## config.mk

```make
export PLATFORM = sky130hd
export DESIGN_NAME = csi_tx_top
export DESIGN_NICKNAME = d
export VERILOG_FILES = /design/src/logic/csi_tx_pkg.sv /design/src/logic/colorbar_source.sv /design/src/logic/raw10_packer.sv /design/src/logic/packet_header_gen.sv /design/src/logic/csi_packet_framer.sv /design/src/logic/csi_tx_top.sv
export VERILOG_INCLUDE_DIRS = /design/src /design/src/logic
export SDC_FILE = /design/constraint.sdc
export NUM_CORES = 1
export LEC_CHECK = 0
export ABC_AREA = 1
export BUFFER_PORTS_ARGS = -buffer_cell sky130_fd_sc_hd__buf_4
export CORE_MARGIN = 8
export CORE_UTILIZATION = 30
export CTS_BUF_LIST = sky130_fd_sc_hd__clkbuf_16
export DETAILED_ROUTE_END_ITERATION = 8
export GPL_TIMING_DRIVEN = 0
export PLACE_DENSITY = 0.44
export SETUP_SLACK_MARGIN = 0.3
export SLEW_MARGIN = 10
export SYNTH_ARGS = -nofsm -noshare
export SYNTH_HDL_FRONTEND = slang
export SYNTH_SLANG_ARGS = --single-unit
```

## constraint.sdc

```tcl
create_clock -name clock_camera_byte -period 2.98 [get_ports clock_camera_byte]
set_input_delay 0.149 -clock clock_camera_byte [delete_from_list [all_inputs] [get_ports clock_camera_byte]]
set_output_delay 0.149 -clock clock_camera_byte [all_outputs]
set_load 0.02 [all_outputs]
```

## src/logic/csi_tx_defines.svh

```systemverilog
/*
 * image size, colour bar values, CSI-2 data type codes
 * and the RAW10 payload length of one line
 */
`ifndef CSI_TX_DEFINES_SVH
`define CSI_TX_DEFINES_SVH

`define IMAGE_X_SIZE 16
`define IMAGE_Y_SIZE 4
`define WORD_COUNT (`IMAGE_X_SIZE * 10 / 8)  // RAW10 bytes per line
`define BAR_WIDTH (`IMAGE_X_SIZE / 4)

// {r, g, b}, 10 bits each
`define COLOR_BAR0 30'h000993fc  // blue
`define COLOR_BAR1 30'h3fcff000  // yellow
`define COLOR_BAR2 30'h3fc003fc  // pink
`define COLOR_BAR3 30'h0cccc0cc  // green

`define DT_FRAME_START 6'h00
`define DT_FRAME_END 6'h01
`define DT_RAW10 6'h2B

`endif

```

## src/logic/csi_tx_pkg.sv

```systemverilog
/*
 * types shared by the byte clock transmit path:
 * event kinds from the pattern source and the
 * 32-bit packet header word with its short and long views
 */
package csi_tx_pkg;

    typedef enum logic [1:0] {
        EV_FRAME_START = 2'd0,
        EV_LINE_START  = 2'd1,
        EV_FRAME_END   = 2'd2
    } csi_event_e;

    // byte 0 is data id, byte 3 is ecc
    typedef struct packed {
        logic [7:0]  ecc;
        logic [15:0] frame_number;
        logic [7:0]  data_id;  // vc in [7:6], data type in [5:0]
    } csi_short_hdr_t;

    typedef struct packed {
        logic [7:0]  ecc;
        logic [15:0] word_count;
        logic [7:0]  data_id;
    } csi_long_hdr_t;

    typedef union packed {
        csi_short_hdr_t short_view;
        csi_long_hdr_t  long_view;
    } csi_header_u;

endpackage

```

## src/logic/colorbar_source.sv

```systemverilog
/*
 * colour bar pattern source
 * walks one frame line by line, issues frame and line events
 * and the Bayer component of a four bar test image
 */
`include "csi_tx_defines.svh"

module colorbar_source (
    input  logic                   clock_camera_byte,
    input  logic                   reset_camera_byte_n,
    input  logic                   start_i,
    output logic                   busy_o,
    output logic                   frame_done_o,
    output logic                   event_valid_o,
    output csi_tx_pkg::csi_event_e event_kind_o,
    input  logic                   event_ready_i,
    output logic                   pixel_valid_o,
    output logic [9:0]             pixel_data_o,
    input  logic                   pixel_ready_i,
    input  logic                   frame_end_sent_i
);
    import csi_tx_pkg::*;

    localparam int X_W = $clog2(`IMAGE_X_SIZE);
    localparam int Y_W = $clog2(`IMAGE_Y_SIZE);

    localparam logic [2:0] ST_IDLE = 3'd0;
    localparam logic [2:0] ST_FS   = 3'd1;
    localparam logic [2:0] ST_LS   = 3'd2;
    localparam logic [2:0] ST_PIX  = 3'd3;
    localparam logic [2:0] ST_FE   = 3'd4;
    localparam logic [2:0] ST_WAIT = 3'd5;  // frame end still in the framer

    logic [2:0]     phase;
    logic [X_W-1:0] x;
    logic [Y_W-1:0] y;
    logic [X_W-1:0] bar_idx;
    logic [29:0]    bar_color;
    logic           last_x;
    logic           last_y;

    assign last_x  = (x == X_W'(`IMAGE_X_SIZE - 1));
    assign last_y  = (y == Y_W'(`IMAGE_Y_SIZE - 1));
    assign bar_idx = x / X_W'(`BAR_WIDTH);

    always_comb begin
        case (bar_idx)
            X_W'(0): bar_color = `COLOR_BAR0;
            X_W'(1): bar_color = `COLOR_BAR1;
            X_W'(2): bar_color = `COLOR_BAR2;
            default: bar_color = `COLOR_BAR3;
        endcase
    end

    // odd lines r/g, even lines g/b
    assign pixel_data_o = y[0] ? (x[0] ? bar_color[29:20] : bar_color[19:10])
                               : (x[0] ? bar_color[19:10] : bar_color[9:0]);

    assign event_valid_o = (phase == ST_FS) || (phase == ST_LS) || (phase == ST_FE);
    assign pixel_valid_o = (phase == ST_PIX);
    assign busy_o        = (phase != ST_IDLE);
    assign frame_done_o  = (phase == ST_WAIT) && frame_end_sent_i;

    always_comb begin
        case (phase)
            ST_FS:   event_kind_o = EV_FRAME_START;
            ST_FE:   event_kind_o = EV_FRAME_END;
            default: event_kind_o = EV_LINE_START;
        endcase
    end

    always_ff @(posedge clock_camera_byte or negedge reset_camera_byte_n) begin
        if (!reset_camera_byte_n) begin
            phase <= ST_IDLE;
            x     <= '0;
            y     <= '0;
        end else begin
            case (phase)
                ST_IDLE: if (start_i) phase <= ST_FS;
                ST_FS:   if (event_ready_i) phase <= ST_LS;
                ST_LS:   if (event_ready_i) phase <= ST_PIX;
                ST_PIX: begin
                    if (pixel_ready_i) begin
                        if (last_x) begin
                            x <= '0;
                            if (last_y) begin
                                y     <= '0;
                                phase <= ST_FE;
                            end else begin
                                y     <= y + 1'b1;
                                phase <= ST_LS;
                            end
                        end else begin
                            x <= x + 1'b1;
                        end
                    end
                end
                ST_FE:   if (event_ready_i) phase <= ST_WAIT;
                ST_WAIT: if (frame_end_sent_i) phase <= ST_IDLE;
                default: phase <= ST_IDLE;
            endcase
        end
    end

endmodule

```

## src/logic/raw10_packer.sv

```systemverilog
/*
 * RAW10 packer
 * collects four 10-bit pixels, then offers five bytes:
 * upper 8 bits of pixels 0..3, then the four low bit pairs
 */
module raw10_packer (
    input  logic       clock_camera_byte,
    input  logic       reset_camera_byte_n,
    input  logic       pixel_valid_i,
    input  logic [9:0] pixel_data_i,
    output logic       pixel_ready_o,
    output logic       payload_valid_o,
    output logic [7:0] payload_byte_o,
    input  logic       payload_ready_i
);

    logic [39:0] pix_sr;    // pixel 0 in [9:0] once full
    logic [1:0]  pix_cnt;
    logic        full;
    logic [2:0]  byte_idx;
    logic        pixel_xfer;
    logic        payload_xfer;

    assign pixel_ready_o   = !full;
    assign payload_valid_o = full;
    assign pixel_xfer      = pixel_valid_i && pixel_ready_o;
    assign payload_xfer    = payload_valid_o && payload_ready_i;

    always_comb begin
        case (byte_idx)
            3'd0:    payload_byte_o = pix_sr[9:2];
            3'd1:    payload_byte_o = pix_sr[19:12];
            3'd2:    payload_byte_o = pix_sr[29:22];
            3'd3:    payload_byte_o = pix_sr[39:32];
            default: payload_byte_o = {pix_sr[31:30], pix_sr[21:20], pix_sr[11:10], pix_sr[1:0]};
        endcase
    end

    always_ff @(posedge clock_camera_byte) begin
        if (pixel_xfer) begin
            pix_sr <= {pixel_data_i, pix_sr[39:10]};
        end
    end

    always_ff @(posedge clock_camera_byte or negedge reset_camera_byte_n) begin
        if (!reset_camera_byte_n) begin
            pix_cnt  <= '0;
            full     <= 1'b0;
            byte_idx <= '0;
        end else begin
            if (pixel_xfer) begin
                pix_cnt <= pix_cnt + 1'b1;
                if (pix_cnt == 2'd3) begin
                    full     <= 1'b1;
                    byte_idx <= '0;
                end
            end
            if (payload_xfer) begin
                if (byte_idx == 3'd4) begin
                    full     <= 1'b0;  // group done, take next four
                    byte_idx <= '0;
                end else begin
                    byte_idx <= byte_idx + 1'b1;
                end
            end
        end
    end

endmodule

```

## src/logic/packet_header_gen.sv

```systemverilog
/*
 * packet header builder
 * frame number counter, short/long header fill
 * and the CSI-2 6-bit Hamming ECC over the first 24 bits
 */
`include "csi_tx_defines.svh"

module packet_header_gen (
    input  logic                    clock_camera_byte,
    input  logic                    reset_camera_byte_n,
    input  logic                    event_valid_i,
    input  csi_tx_pkg::csi_event_e  event_kind_i,
    output logic                    event_ready_o,
    output logic                    header_valid_o,
    output csi_tx_pkg::csi_header_u header_word_o,
    output logic                    header_long_o,
    input  logic                    header_ready_i
);
    import csi_tx_pkg::*;

    logic [15:0] frame_count;
    logic [15:0] frame_count_next;
    csi_header_u next_word;
    logic        event_xfer;

    function automatic logic [7:0] csi_ecc(input logic [23:0] d);
        logic [7:0] p;
        p[0] = ^(d & 24'hF12CB7);
        p[1] = ^(d & 24'hF2555B);
        p[2] = ^(d & 24'h749A6D);
        p[3] = ^(d & 24'hB8E38E);
        p[4] = ^(d & 24'hDF03F0);
        p[5] = ^(d & 24'hEFFC00);
        p[7:6] = 2'b00;
        return p;
    endfunction

    assign event_ready_o    = !header_valid_o;
    assign event_xfer       = event_valid_i && event_ready_o;
    assign frame_count_next = frame_count + 16'd1;

    always_comb begin
        next_word = '0;  // vc 0
        case (event_kind_i)
            EV_FRAME_START: begin
                next_word.short_view.data_id      = {2'b00, `DT_FRAME_START};
                next_word.short_view.frame_number = frame_count_next;
            end
            EV_LINE_START: begin
                next_word.long_view.data_id    = {2'b00, `DT_RAW10};
                next_word.long_view.word_count = 16'(`WORD_COUNT);
            end
            default: begin
                next_word.short_view.data_id      = {2'b00, `DT_FRAME_END};
                next_word.short_view.frame_number = frame_count;
            end
        endcase
        next_word.short_view.ecc = csi_ecc(next_word[23:0]);
    end

    always_ff @(posedge clock_camera_byte) begin
        if (event_xfer) begin
            header_word_o <= next_word;
            header_long_o <= (event_kind_i == EV_LINE_START);
        end
    end

    always_ff @(posedge clock_camera_byte or negedge reset_camera_byte_n) begin
        if (!reset_camera_byte_n) begin
            header_valid_o <= 1'b0;
            frame_count    <= '0;
        end else begin
            if (event_xfer) begin
                header_valid_o <= 1'b1;
                if (event_kind_i == EV_FRAME_START) frame_count <= frame_count_next;
            end else if (header_ready_i) begin
                header_valid_o <= 1'b0;
            end
        end
    end

endmodule

```

## src/logic/csi_packet_framer.sv

```systemverilog
/*
 * packet framer
 * sends the four header bytes, then the line payload for long
 * packets, as one byte stream with a last marker per packet
 */
`include "csi_tx_defines.svh"

module csi_packet_framer (
    input  logic                    clock_camera_byte,
    input  logic                    reset_camera_byte_n,
    input  logic                    header_valid_i,
    input  csi_tx_pkg::csi_header_u header_word_i,
    input  logic                    header_long_i,
    output logic                    header_ready_o,
    input  logic                    payload_valid_i,
    input  logic [7:0]              payload_byte_i,
    output logic                    payload_ready_o,
    output logic                    byte_valid_o,
    output logic [7:0]              byte_data_o,
    output logic                    byte_last_o,
    input  logic                    byte_ready_i,
    output logic                    frame_end_sent_o
);
    import csi_tx_pkg::*;

    localparam int PKT_BYTES = 4 + `WORD_COUNT;
    localparam int CNT_W     = $clog2(PKT_BYTES);

    logic             in_packet;
    logic [CNT_W-1:0] cnt;
    csi_header_u      hdr;
    logic             hdr_long;
    logic             in_header;
    logic             is_last;
    logic             header_xfer;
    logic             byte_xfer;

    assign in_header   = (cnt < CNT_W'(4));
    assign is_last     = hdr_long ? (cnt == CNT_W'(PKT_BYTES - 1)) : (cnt == CNT_W'(3));
    assign header_xfer = header_valid_i && header_ready_o;
    assign byte_xfer   = byte_valid_o && byte_ready_i;

    assign header_ready_o  = !in_packet;
    assign byte_valid_o    = in_packet && (in_header || payload_valid_i);
    assign payload_ready_o = in_packet && !in_header && byte_ready_i;
    assign byte_last_o     = in_packet && is_last;

    // frame end is the only short packet with data type 0x01
    assign frame_end_sent_o = byte_xfer && is_last && !hdr_long &&
                              (hdr.short_view.data_id[5:0] == `DT_FRAME_END);

    always_comb begin
        case (cnt)
            CNT_W'(0): byte_data_o = hdr.short_view.data_id;
            CNT_W'(1): byte_data_o = hdr.short_view.frame_number[7:0];  // or wc low
            CNT_W'(2): byte_data_o = hdr.short_view.frame_number[15:8];
            CNT_W'(3): byte_data_o = hdr.short_view.ecc;
            default:   byte_data_o = payload_byte_i;
        endcase
    end

    always_ff @(posedge clock_camera_byte) begin
        if (header_xfer) begin
            hdr      <= header_word_i;
            hdr_long <= header_long_i;
        end
    end

    always_ff @(posedge clock_camera_byte or negedge reset_camera_byte_n) begin
        if (!reset_camera_byte_n) begin
            in_packet <= 1'b0;
            cnt       <= '0;
        end else begin
            if (header_xfer) begin
                in_packet <= 1'b1;
                cnt       <= '0;
            end else if (byte_xfer) begin
                if (is_last) begin
                    in_packet <= 1'b0;
                end else begin
                    cnt <= cnt + 1'b1;
                end
            end
        end
    end

endmodule

```

## src/logic/csi_tx_top.sv

```systemverilog
/*
 * byte clock transmit path top level
 * colour bar source, RAW10 packer, header builder and framer
 */
module csi_tx_top (
    input  logic       clock_camera_byte,
    input  logic       reset_camera_byte_n,
    input  logic       start_i,
    output logic       busy_o,
    output logic       frame_done_o,
    output logic       byte_valid_o,
    output logic [7:0] byte_data_o,
    output logic       byte_last_o,
    input  logic       byte_ready_i
);
    import csi_tx_pkg::*;

    logic        event_valid;
    logic        event_ready;
    csi_event_e  event_kind;
    logic        pixel_valid;
    logic        pixel_ready;
    logic [9:0]  pixel_data;
    logic        header_valid;
    logic        header_ready;
    csi_header_u header_word;
    logic        header_long;
    logic        payload_valid;
    logic        payload_ready;
    logic [7:0]  payload_byte;
    logic        frame_end_sent;

    colorbar_source u_source (
        .clock_camera_byte   (clock_camera_byte),
        .reset_camera_byte_n (reset_camera_byte_n),
        .start_i             (start_i),
        .busy_o              (busy_o),
        .frame_done_o        (frame_done_o),
        .event_valid_o       (event_valid),
        .event_kind_o        (event_kind),
        .event_ready_i       (event_ready),
        .pixel_valid_o       (pixel_valid),
        .pixel_data_o        (pixel_data),
        .pixel_ready_i       (pixel_ready),
        .frame_end_sent_i    (frame_end_sent)
    );

    raw10_packer u_packer (
        .clock_camera_byte   (clock_camera_byte),
        .reset_camera_byte_n (reset_camera_byte_n),
        .pixel_valid_i       (pixel_valid),
        .pixel_data_i        (pixel_data),
        .pixel_ready_o       (pixel_ready),
        .payload_valid_o     (payload_valid),
        .payload_byte_o      (payload_byte),
        .payload_ready_i     (payload_ready)
    );

    packet_header_gen u_header (
        .clock_camera_byte   (clock_camera_byte),
        .reset_camera_byte_n (reset_camera_byte_n),
        .event_valid_i       (event_valid),
        .event_kind_i        (event_kind),
        .event_ready_o       (event_ready),
        .header_valid_o      (header_valid),
        .header_word_o       (header_word),
        .header_long_o       (header_long),
        .header_ready_i      (header_ready)
    );

    csi_packet_framer u_framer (
        .clock_camera_byte   (clock_camera_byte),
        .reset_camera_byte_n (reset_camera_byte_n),
        .header_valid_i      (header_valid),
        .header_word_i       (header_word),
        .header_long_i       (header_long),
        .header_ready_o      (header_ready),
        .payload_valid_i     (payload_valid),
        .payload_byte_i      (payload_byte),
        .payload_ready_o     (payload_ready),
        .byte_valid_o        (byte_valid_o),
        .byte_data_o         (byte_data_o),
        .byte_last_o         (byte_last_o),
        .byte_ready_i        (byte_ready_i),
        .frame_end_sent_o    (frame_end_sent)
    );

endmodule

```

After elaboration in Yosys (flattened, before gate mapping)
Index checks and enable logic that the tools add are counted. Widths: inputs -> output; s select.

Register bits after elaboration: 140. Bits of input ports: 4. Output and inout bits: 12. Word-level logic and storage cells: 132.

Add/subtract/negate cells: 6. Magnitude comparators: 1. Equality and inequality tests: 29. Multiplexer cells: 36. Bitwise operators: 1. Reduce and logical (&&, ||, !) cells: 44.

Operators by type and width (number): $reduce_xor 24->1 (6); $pmux 30 s3 (1); $pmux 8 s4 (2); $pmux 24 s2 (1); $mux 3 (12); $mux 10 (3); $pmux 3 s6 (1); $add 16x1->16 const B (1); $ne 2x2->1 const B (8); $mux 5 (3); $logic_and 1x1->1 (13); $eq 3x2->1 const B (4); $eq 5x2->1 const B (2); $mux 1 (10); $reduce_and 2->1 (5); $eq 3x3->1 const B (3); $reduce_bool 2->1 (4); $reduce_and 7->1 (1); $eq 2x2->1 const B (3); $eq 3x1->1 const B (2); $eq 6x1->1 const B (1); $logic_not 3->1 (2); $add 5x1->5 const B (1); $eq 5x1->1 const B (1); 19 further kinds (27).

Logic depth before layout (Yosys ltp)
Gate-level depths: netlist of run 1.

Word-level depth: 9. Mapped depth: 16. Mapped depth without buffers: 15.

Modules after synthesis
Synthesis of run 1 repeated with hierarchy kept, for this count alone.

Cells, all modules: 833. Area, all modules: 7388.3 µm².

By module, submodules not included: packet_header_gen (times used 1, cells an instance 368, area an instance 2795.2 µm², seq. area each 1146.1 µm²); raw10_packer (times used 1, cells an instance 157, area an instance 1920.6 µm², seq. area each 1351.3 µm²); csi_packet_framer (times used 1, cells an instance 189, area an instance 1861.8 µm², seq. area each 1141.1 µm²); colorbar_source (times used 1, cells an instance 119, area an instance 810.8 µm², seq. area each 225.2 µm²).

Least setup slack after synthesis of run 1
No wires, ideal clock.

Path kind: flip-flop to flip-flop. Start: register u_header.header_valid_o. End: register u_framer.cnt[3]. Library setup time: 0.125 ns. Arrival time: 1.971 ns. Required time: 2.855 ns. Path slack: 0.883 ns. Stages on the path, launching flop included: 6. Buffers on the path: 0. Clock period less this slack: 2.097 ns. Path through: dfrtp_1 > inv_1 > nor2_1 > inv_1 > o21ai_0 > a21oi_1.

Cells in the longest elaborated chain, start to end: 3. Elaborated cells between the ends (all ways): 5. Those cells by class: eq/ne: 1; mux: 1; reduce/logical: 3.

RTL lines: start, declared (line packet_header_gen.sv:14) `output logic header_valid_o,`; start signal, assigned (line packet_header_gen.sv:70) `header_valid_o <= 1'b0;`; start signal, assigned (line packet_header_gen.sv:74) `header_valid_o <= 1'b1;`; start signal, assigned (line packet_header_gen.sv:77) `header_valid_o <= 1'b0;`; $logic_and 1x1->1 * (line csi_packet_framer.sv:40) `assign header_xfer = header_valid_i && header_ready_o;`; net u_framer.header_xfer (line csi_packet_framer.sv:35) `logic header_xfer;`; $ne 2x2->1 (no source line) / $reduce_bool 2->1 (equally long branches); $reduce_and 2->1 (no source line); end signal, assigned (line csi_packet_framer.sv:81) `cnt <= cnt + 1'b1;`; end, declared (line csi_packet_framer.sv:30) `logic [CNT_W-1:0] cnt;`.

Mark *: on every way through the listed nets, which the timed path passes. The rest lies on a longest branch. A chain may end at the register's enable or synchronous reset.

Worst setup path in the final report of run 1
Start: register u_framer.cnt[0]. End: output frame_done_o.

Cells in the longest elaborated chain, start to end: 8. Elaborated cells between the ends (all ways): 11. Those cells by class: order compare: 1; eq/ne: 2; mux: 1; reduce/logical: 7.

RTL lines: $lt 5x3->1 (line csi_packet_framer.sv:38) `assign in_header = (cnt < CNT_W'(4));`; $logic_or 1x1->1 (line csi_packet_framer.sv:44) `assign byte_valid_o = in_packet && (in_header || payload_valid_i);`; $logic_and 1x1->1 (line csi_packet_framer.sv:44); $logic_and 1x1->1 (line csi_packet_framer.sv:41) `assign byte_xfer = byte_valid_o && byte_ready_i;`; $logic_and 1x1->1 * (3 in a row) (line csi_packet_framer.sv:49) `assign frame_end_sent_o = byte_xfer && is_last && !hdr_long &&`; $logic_and 1x1->1 * (line colorbar_source.sv:62) `assign frame_done_o = (phase == ST_WAIT) && frame_end_sent_i;`; end, declared (line csi_tx_top.sv:10) `output logic frame_done_o,`.

Mark *: on every way between the ends. The rest lies on a longest branch, timed or not.

==> results.sh, run 1 <==
export IMPL_die_h_um=154
export IMPL_rsz0062_at_grt="no"
export IMPL_fmax_ghz=0.400
export IMPL_crit_arrival_ps=2350
export IMPL_cts_root_buf="clkbuf_16"
export IMPL_worst_pin_slew_ps=926
export IMPL_grt_pass1_wl_um=21400
export IMPL_synthArstFlopShare_pct=37.3
export IMPL_antenna_found_initial=0
export IMPL_power_density_mw_per_mm2=989
export IMPL_synth_top_cells_by_area="edfxtp_1 (34%), dfrtp_1 (17%), nand2_1 (13%)"
export IMPL_hold_path_class="in2reg"
export IMPL_drive_gt1_share_pct=13.5
export IMPL_syn_avg_cell_area_sq_um=8.84
export IMPL_grt_ovfl_total=0
export IMPL_routabilityCongestion=0.859
export IMPL_drv_slew=0
export IMPL_worstPathMaxFanout=7
export IMPL_diodes=0
export IMPL_cp_start_kind="flop"
export IMPL_final_antenna_net_count=0
export IMPL_fin_crit_ps=2500
export IMPL_fin_crit_sh_pct=83.8
export IMPL_yosysTopAreaCellShare_pct=33.9
export IMPL_hold_violations=0
export IMPL_vias=4228
export IMPL_cpMaxStageDelayCell="dfrtp_1"
export IMPL_setup_viol=0
export IMPL_grt_pass1_vias=4070
export IMPL_htree_levels=3
export IMPL_tns_ps=0
export IMPL_coreArea_sq_mm=0.0186
export IMPL_track_usage_pct=11.4
export IMPL_cpPeakStageDelay_ps=420
export IMPL_seq_area_frac_synth_pct=50.6
export IMPL_dp_final_hpwl_um=9810
export IMPL_top_level_ports=16
export IMPL_first_pass_iters=4
export IMPL_cts_made_buffers=9
export IMPL_critPathKind="reg2out"
export IMPL_final_common_cell="nand2_1"
export IMPL_postSynthCellCount=642
export IMPL_via_per_inst=4.66
export IMPL_rows=50
export IMPL_start_util_pct=30.4
export IMPL_die_width_um=154
export IMPL_status="completed"
export IMPL_fin_worst_skew_ps=12.2
export IMPL_crit_required_ps=2830
export IMPL_syn_area_sq_mm=0.00567
export IMPL_cts_setup_buffers=0
export IMPL_die_area_sq_mm=0.0236
export IMPL_drc=0
export IMPL_synth_cell_type_count=43
export IMPL_yosys_area_top_type="edfxtp_1"
export IMPL_io_buffers=15
export IMPL_total_power_mw=6.34
export IMPL_final_cells=908
export IMPL_path_cells="ha_1 -> inv_1 -> nor2_2 -> o21ai_1 -> nor2_1 -> nand3b_1 -> nor3_1 -> buf_4"
export IMPL_synth_nets=667
export IMPL_cts_tree="done"
export IMPL_cts_max_path_buffers=2
export IMPL_p_leak_nw=2.70
export IMPL_synth_edf_count=64
export IMPL_wl_per_cell_um=14.3
export IMPL_ys_ff_latch=102
export IMPL_drt_iter0_drc=369
export IMPL_clkTransAtPathRegs_ps=80
export IMPL_dp_cells=891
export IMPL_clk_latency_ps=350
export IMPL_cp_end_kind="primary output"
export IMPL_cap_violations=0
export IMPL_ys_warnings_count=0
export IMPL_drt_wl_total_um=13000
export IMPL_area_growth_pct=13.0
export IMPL_peakVddDrop_uv=263
export IMPL_max_slew_margin_pct=38.2
export IMPL_nets=694
export IMPL_synthFlopType="edfxtp_1"
export IMPL_clkSinkCount=102
export IMPL_mostFrequentLayoutCells="nand2_1 (191), nand3_1 (76), edfxtp_1 (64), inv_1 (62), dfrtp_1 (38)"
export IMPL_grt_start_max_net_pins=39
-- cells in the mapped netlist, types with 6 or more instances --
master	instances
a21oi_1	10
nand4_1	11
nor2_1	31
inv_2	6
nand3_1	76
dfrtp_1	38
nand2_1	191
edfxtp_1	64
xnor2_1	6
nand3_2	6
xor2_1	8
o21ai_0	31
inv_1	62
o21ai_2	6
nor2_2	6
nand2_2	16
nor3_1	6
ha_1	21
-- logic make-up after synthesis --
kind of cell | count (synthesis) | synth area share (%)
AO/OA/AOI/OAI | 65 | 6.86
adder cells (fa/ha/maj) | 21 | 4.63
flip-flops | 102 | 50.6
buffers and inverters | 76 | 5.45
multiplexers | 1 | 0.198
XOR/XNOR | 16 | 2.74
AND/OR/NAND/NOR | 361 | 29.5
-- worst paths after layout --
path | from | to | slack, ps | depth (start not counted)
min | byte_ready_i | u_framer.in_packet | 220 | 4
max reg2reg | u_header.frame_count[0] | u_header.header_word_o[29] | 620 | 14
min in group asynchronous | reset_camera_byte_n | u_framer.cnt[4] | 310 | 2
min reg2reg | u_header.header_word_o[16] | u_framer.hdr[16] | 420 | 0
max in group asynchronous | reset_camera_byte_n | u_source.x[0] | 2270 | 2
max | u_framer.cnt[0] | frame_done_o | 480 | 8
-- worst max-delay path, delay by kind of cell (launching register included) --
| kind | cells | cell delay, ps |
|---|---|---|
| fa+ha+maj | 1 | 240 |
| flops | 1 | 420 |
| simple gates | 4 | 900 |
| buf+inv | 2 | 290 |
| compound gates | 1 | 160 |
-- power by group --
part	internal, mW	switching, mW	leakage, nW
Sequential	2.11	0.250	1.09
Combinational	0.914	1.81	1.45
Clock	0.676	0.576	0.156
Total	3.70	2.64	2.70
-- sequential cells by signal (all words and copies together) (netlist names) --
signal and flops:
u_source.y 2, u_packer.pix_cnt 2, u_packer.payload_valid_o 1, u_framer.in_packet 1, u_source.x 4, u_framer.hdr_long 1, u_source.phase 3, u_header.header_valid_o 1
u_header.header_word_o 24, u_framer.hdr 23, u_framer.cnt 5, u_packer.pix_sr 16, u_packer.byte_idx 3, u_header.frame_count 16
-- repair_timing --
action	in CTS	in global routing
resized for setup	0	0
hold endpoints to repair	38	0
hold buffers	1	0
-- routing by layer --
layer,vias to the layer above,share of wire [%],track usage [%]
met3,15,2.5,1.74
met2,52,45,17.9
met4,0,1.9,4.62
li1,2208,-,-
met5,-,0,0
met1,1953,50,15.4
-- stage by stage --
stage | instance area (sq um) | utilization [%] | setup WS [ps] | hold WS, ps
5_1_grt | 6410 | 34.4 | 369 | 241
3_3_place_gp | 6080 | 32.6 | -103 | 168
6_report | 6410 | 34.4 | 483 | 219
2_1_floorplan | 5670 | - | 883 | -147
4_1_cts | 6410 | 34.4 | 494 | 195
3_5_place_dp | 6090 | 32.6 | 636 | 171
-- area by class of cell --
| class | count | area (sq um) |
|---|---|---|
| timing repair buffer | 16 | 123 |
| clock inverter | 7 | 90.1 |
| inverter | 68 | 255 |
| fill | 1897 | 12200 |
| buffer | 8 | 53.8 |
| clock buffer | 9 | 225 |
| tap | 234 | 293 |
| sequential | 102 | 2870 |
| multi-input combinational | 464 | 2500 |
(Power assumes the default switching activity.)
==> run 2, diff against run 1 <==
- clock period: 2.98 -> 2.3 ns (I/O delays scaled with it)
==> run 2 against run 1 <==
Effect of this change:
- clock power up 19%
- hold slack worse by 61 ps
- sequential cell count unchanged
- first-iteration DRC count down 36%
- sequential power up 30%
- design area up 14%
- critical endpoint is now u_header.header_word_o[26]
==> results.sh, run 2 (synthesis gave the netlist of run 1 again) <==
export IMPL_status="completed"
export IMPL_clk_latency_ps=350
export IMPL_drc=0
export IMPL_grt_start_max_net_pins=39
export IMPL_top_regs="u_header.header_word_o x24, u_framer.hdr x23"
export IMPL_vias=4509
export IMPL_p_leak_nw=3.03
export IMPL_cts_max_path_buffers=2
export IMPL_worst_pin_slew_ps=722
export IMPL_fmax_ghz=0.469
export IMPL_drt_wl_total_um=14100
export IMPL_fin_worst_skew_ps=10.4
export IMPL_die_width_um=154
export IMPL_cp_end_kind="flop"
export IMPL_dr_max_layer_used="met4"
export IMPL_critPathKind="reg2reg"
export IMPL_r2r_start="u_header.frame_count[1]"
export IMPL_largest_reg_flops=24
export IMPL_whs_endpoint="u_framer.in_packet"
export IMPL_io_buffers=15
export IMPL_clkSinkCount=102
export IMPL_dp_final_hpwl_um=9730
export IMPL_fin_crit_sh_pct=92.7
export IMPL_track_usage_pct=11.9
export IMPL_top_level_ports=16
export IMPL_rows=50
export IMPL_max_slew_margin_pct=51.8
export IMPL_peakVddDrop_uv=400
export IMPL_mostFrequentLayoutCells="nand2_1 (166), edfxtp_1 (64), nand3_1 (59), inv_1 (54), buf_4 (41)"
export IMPL_power_density_mw_per_mm2=1320
export IMPL_hold_violations=0
export IMPL_drt_iter0_drc=236
export IMPL_final_common_cell="nand2_1"
export IMPL_routabilityCongestion=0.860
export IMPL_cp_start_kind="flop"
export IMPL_wl_met2_um=6560
export IMPL_startpoint="u_header.frame_count[1]"
export IMPL_fin_crit_ps=2130
export IMPL_final_antenna_net_count=0
export IMPL_rr_endpoint="u_header.header_word_o[26]"
export IMPL_reg2reg_slack_ps=170
export IMPL_setup_viol=0
export IMPL_area_growth_pct=29.2
export IMPL_wl_per_cell_um=14.8
export IMPL_cts_tree="done"
export IMPL_cap_violations=0
export IMPL_first_pass_iters=5
export IMPL_grt_pass1_wl_um=22500
export IMPL_nets=737
export IMPL_htree_levels=3
export IMPL_critPathBufInv=0
export IMPL_cpMaxStageDelayCell="dfrtp_1"
export IMPL_ff2ff_path_depth=11
export IMPL_cts_made_buffers=9
export IMPL_finalInstanceArea_sq_mm=0.00733
export IMPL_die_h_um=154
export IMPL_drv_slew=0
export IMPL_antenna_found_initial=0
export IMPL_path_cells="ha_4 -> nand2_4 -> nor2_4 -> nand3_2 -> xnor2_2 -> nand2_2 -> nand2_4 -> xnor2_2 -> nand2_1 -> nand3_1 -> nand2_1"
export IMPL_timing_hold_ws_ps=157
export IMPL_start_util_pct=30.4
export IMPL_total_power_mw=9.68
export IMPL_die_area_sq_mm=0.0236
export IMPL_via_per_inst=4.74
export IMPL_grt_ovfl_total=0
export IMPL_min_from="byte_ready_i"
export IMPL_met3_length_um=442
export IMPL_place_area_sq_mm=0.00609
export IMPL_wl_met1_um=6920
export IMPL_hold_depth=4
export IMPL_grt_pass1_vias=4419
export IMPL_cts_root_buf="clkbuf_16"
export IMPL_coreArea_sq_mm=0.0186
export IMPL_crit_required_ps=2400
export IMPL_rsz0062_at_grt="yes"
export IMPL_largest_register="u_header.header_word_o"
export IMPL_crit_family="simple AND/OR/NAND/NOR gates"
export IMPL_diodes=0
export IMPL_hold_path_class="in2reg"
export IMPL_clkTransAtPathRegs_ps=70
export IMPL_crit_arrival_ps=2230
export IMPL_worstPathMaxFanout=7
export IMPL_drive_gt1_share_pct=30.3
export IMPL_cpPeakStageDelay_ps=420
[run 2: changes by cell type in the layout (fill, tap and decap cells not counted), sizes merged]
| cell | delta |
|---|---|
| buf | +40 |
| clkinvlp | +4 |
| bufinv | -1 |
| nor2 | +2 |
| clkinv | -1 |
| inv | -1 |
[run 2: final cells by class]
cell class	instances	area, sq um
Inverter	68	264
Clock buffer	9	225
Fill cell	1857	11300
Tap cell	234	293
Timing Repair inverter	1	7.51
Timing Repair Buffer	56	497
Multi-Input combinational cell	466	3030
Buffer	8	76.3
Sequential cell	102	2880
Clock inverter	7	58.8
[run 2: worst register-to-register path: stages, from the launching register on]
cell and delay (ps):
dfrtp_1 420, ha_4 200, nand2_4 60, nor2_4 200
nand3_2 130, xnor2_2 160, nand2_2 110, nand2_4 90
xnor2_2 250, nand2_1 110, nand3_1 90, nand2_1 60
[run 2: power by group]
part	leakage, nW	internal, mW	switching [mW]
logic	1.81	2.12	3.01
registers	1.08	2.73	0.337
clock network	0.137	0.753	0.736
[run 2: how the worst max path moves through the flow]
stage	endpoint	slack, ps	cells after the start
after global placement	u_framer.cnt[3]	-60	5
after global routing	byte_data_o[2]	70	10
final	u_header.header_word_o[26]	170	11
after detailed placement	u_header.header_word_o[23]	-40	7
after CTS	u_header.header_word_o[24]	210	11
after floorplan	u_header.header_word_o[25]	350	11
[run 2: metal layers]
layer	GRT usage, %	vias up
met3	2.24	13
met5	0	-
li1	-	2299
met2	18.9	72
met1	15.6	2125
met4	4.85	0
[run 2: repair_timing]
action | 4_1_cts | 5_1_grt
pin swaps | 32 | 31
hold endpoints to repair | 38 | 0
hold buffers | 1 | 0
setup buffers | 30 | 10
resized for setup | 69 | 75
endpoints found under the setup margin | 48 | 34
gates cloned | 2 | 1
[run 2: per-stage QoR]
| step | util, % | worst slack (ps) | std cells | setup TNS (ps) |
|---|---|---|---|---|
| after floorplan | - | 349 | 642 | 0 |
| after global placement | 32.6 | -57.2 | 891 | -236 |
| after detailed placement | 32.7 | -42.9 | 891 | -985 |
| after CTS | 37.2 | 210 | 940 | 0 |
| after global routing | 39.3 | 73.9 | 951 | 0 |
| final | 39.3 | 169 | 951 | 0 |
==> run 3, diff against run 2 <==
- CORE_MARGIN: 8 -> 2
==> run 3 against run 2 <==
Effect of this change:
- first-iteration DRC count grew 14%
- design area grew 4.1%
- combinational power grew 3%
- register-to-register slack gained 20 ps
- total power grew 2.8%
- cell count grew 2.4%
- via count grew 1.7%
==> results.sh, run 3 (synthesis gave the netlist of run 1 again) <==
export IMPL_status="completed"
export IMPL_rr_endpoint="u_header.header_word_o[27]"
export IMPL_top_level_ports=16
export IMPL_wl_per_cell_um=14.6
export IMPL_cts_max_path_buffers=2
export IMPL_hold_violations=0
export IMPL_power_density_mw_per_mm2=1300
export IMPL_dp_final_hpwl_um=9700
export IMPL_final_common_cell="nand2_1"
export IMPL_timing_hold_ws_ps=127
export IMPL_post_route_util_pct=40.9
export IMPL_cts_made_buffers=9
export IMPL_finalInstanceArea_sq_mm=0.00763
export IMPL_fin_crit_ps=2110
export IMPL_p_leak_nw=3.19
export IMPL_fillers=1811
export IMPL_drive_gt1_share_pct=35.8
export IMPL_clk_latency_ps=350
export IMPL_hold_path_class="in2reg"
export IMPL_peakVddDrop_uv=437
export IMPL_htree_levels=3
export IMPL_worstPathMaxFanout=7
export IMPL_fmax_ghz=0.474
export IMPL_grt_pass1_wl_um=22900
export IMPL_nets=760
export IMPL_cpMaxStageDelayCell="dfrtp_2"
export IMPL_cp_end_kind="flop"
export IMPL_drt_iter0_drc=269
export IMPL_coreArea_sq_mm=0.0186
export IMPL_clkSinkCount=102
export IMPL_grt_ovfl_total=0
export IMPL_reg2reg_slack_ps=190
export IMPL_fin_crit_sh_pct=91.7
export IMPL_die_width_um=142
export IMPL_largest_reg_flops=24
export IMPL_vias=4585
export IMPL_critPathBufInv=0
export IMPL_fin_worst_skew_ps=10.9
export IMPL_cts_tree="done"
export IMPL_hold_depth=3
export IMPL_cp_start_kind="flop"
export IMPL_max_slew_margin_pct=57.2
export IMPL_ff2ff_path_depth=11
export IMPL_grt_pass1_vias=4498
export IMPL_clkTransAtPathRegs_ps=70
export IMPL_seq_area_sq_mm=0.00288
export IMPL_rows=50
export IMPL_place_ws_ps=-6.39
export IMPL_die_h_um=142
export IMPL_setup_viol=0
export IMPL_multi_input_area_sq_mm=0.00312
export IMPL_cts_root_buf="clkbuf_16"
export IMPL_mostFrequentLayoutCells="nand2_1 (158), buf_4 (64), edfxtp_1 (64), inv_1 (53), nand3_1 (49)"
export IMPL_area_growth_pct=34.5
export IMPL_routabilityCongestion=0.870
export IMPL_track_usage_pct=14.7
export IMPL_first_pass_iters=4
export IMPL_cpPeakStageDelay_ps=420
export IMPL_start_util_pct=30.4
export IMPL_antenna_found_initial=0
export IMPL_r2r_start="u_header.frame_count[0]"
export IMPL_crit_family="simple AND/OR/NAND/NOR gates"
export IMPL_diodes=0
export IMPL_cap_violations=0
export IMPL_top_regs="u_header.header_word_o x24, u_framer.hdr x23"
export IMPL_place_area_sq_mm=0.00609
export IMPL_via_per_inst=4.71
export IMPL_crit_arrival_ps=2220
export IMPL_drv_slew=0
export IMPL_min_from="byte_ready_i"
export IMPL_critPathKind="reg2reg"
export IMPL_final_antenna_net_count=0
export IMPL_io_buffers=15
export IMPL_grt_start_max_net_pins=39
export IMPL_crit_required_ps=2410
export IMPL_drc=0
export IMPL_die_area_sq_mm=0.0200
export IMPL_worst_pin_slew_ps=642
export IMPL_rsz0062_at_grt="yes"
export IMPL_largest_register="u_header.header_word_o"
export IMPL_whs_endpoint="u_framer.cnt[1]"
export IMPL_setup_slack_ps=190
export IMPL_drt_wl_total_um=14200
export IMPL_path_cells="ha_4 -> nand2_4 -> nor2_4 -> nand3_2 -> xnor2_2 -> nand2_2 -> nand2_4 -> xor2_4 -> nand2_1 -> nand3_1 -> nand2_1"
-- run 3: cell count changes in the layout (fill, tap and decap cells not counted), moves of 3 or more --
cell	change
nand3_1	-10
inv_4	+3
buf_4	+23
nand2_1	-8
nand2_2	+7
nor2_1	-3
inv_2	-3
nand3_2	+11
-- run 3: layout make-up --
cell class              count  share of cell area (%)
multi-input cells         466                    40.9
flip-flops and latches    102                    37.8
well taps                 234                    3.84
clock buffers               9                    2.95
inverters                  68                    3.56
repair inverters            1                  0.0984
repair buffers             79                    8.89
clock inverters             7                    1.05
plain buffers               8                   0.984
-- run 3: tightest hold or removal path, delay by kind of cell --
| kind | cells | cell delay [ps] |
|---|---|---|
| compound gates | 1 | 90 |
| simple gates | 1 | 110 |
| buf+inv | 1 | 130 |
-- run 3: worst max path at each step --
stage / startpoint / to / cells past startpoint
finish: u_header.frame_count[0] / u_header.header_word_o[27] / 11
global route: u_header.frame_count[0] / u_header.header_word_o[25] / 13
CTS: u_framer.cnt[4] / frame_done_o / 8
detailed placement: u_source.phase[1] / u_header.header_word_o[23] / 7
global placement: u_header.header_valid_o / u_framer.cnt[3] / 5
floorplan: u_header.frame_count[0] / u_header.header_word_o[25] / 11
-- run 3: per-stage QoR --
| step | TNS [ps] | instances | power (mW) |
|---|---|---|---|
| 5_1_grt | 0 | 974 | 10.7 |
| 2_1_floorplan | 0 | 642 | 5.46 |
| 3_5_place_dp | -100 | 891 | 6.66 |
| 3_3_place_gp | -114 | 891 | 6.60 |
| 4_1_cts | 0 | 944 | 9.24 |
| 6_report | 0 | 974 | 9.95 |
-- run 3: timing repair --
| action | 4_1_cts | 5_1_grt |
|---|---|---|
| endpoints found under the hold margin | 38 | 0 |
| endpoints found under the setup margin | 48 | 44 |
| pin swaps | 35 | 56 |
| gates resized for setup | 73 | 103 |
| buffers inserted | 34 | 29 |
| hold buffers | 1 | 0 |
| cloned | 2 | 1 |
-- run 3: layer usage --
| metal | vias to the layer above | track usage, % | share of wire, % |
|---|---|---|---|
| met5 | - | 0 | 0 |
| met4 | 0 | 6.47 | 2.3 |
| met3 | 21 | 2.19 | 2.6 |
| met2 | 66 | 24.1 | 48 |
| met1 | 2156 | 19.2 | 47 |
| li1 | 2342 | - | - |
-- run 3: report_power, final --
group | internal [mW] | switching [mW] | total [mW] | leakage, nW
combinational | 2.20 | 3.07 | 5.27 | 1.96
clock | 0.860 | 0.732 | 1.59 | 0.148
sequential | 2.73 | 0.357 | 3.09 | 1.08
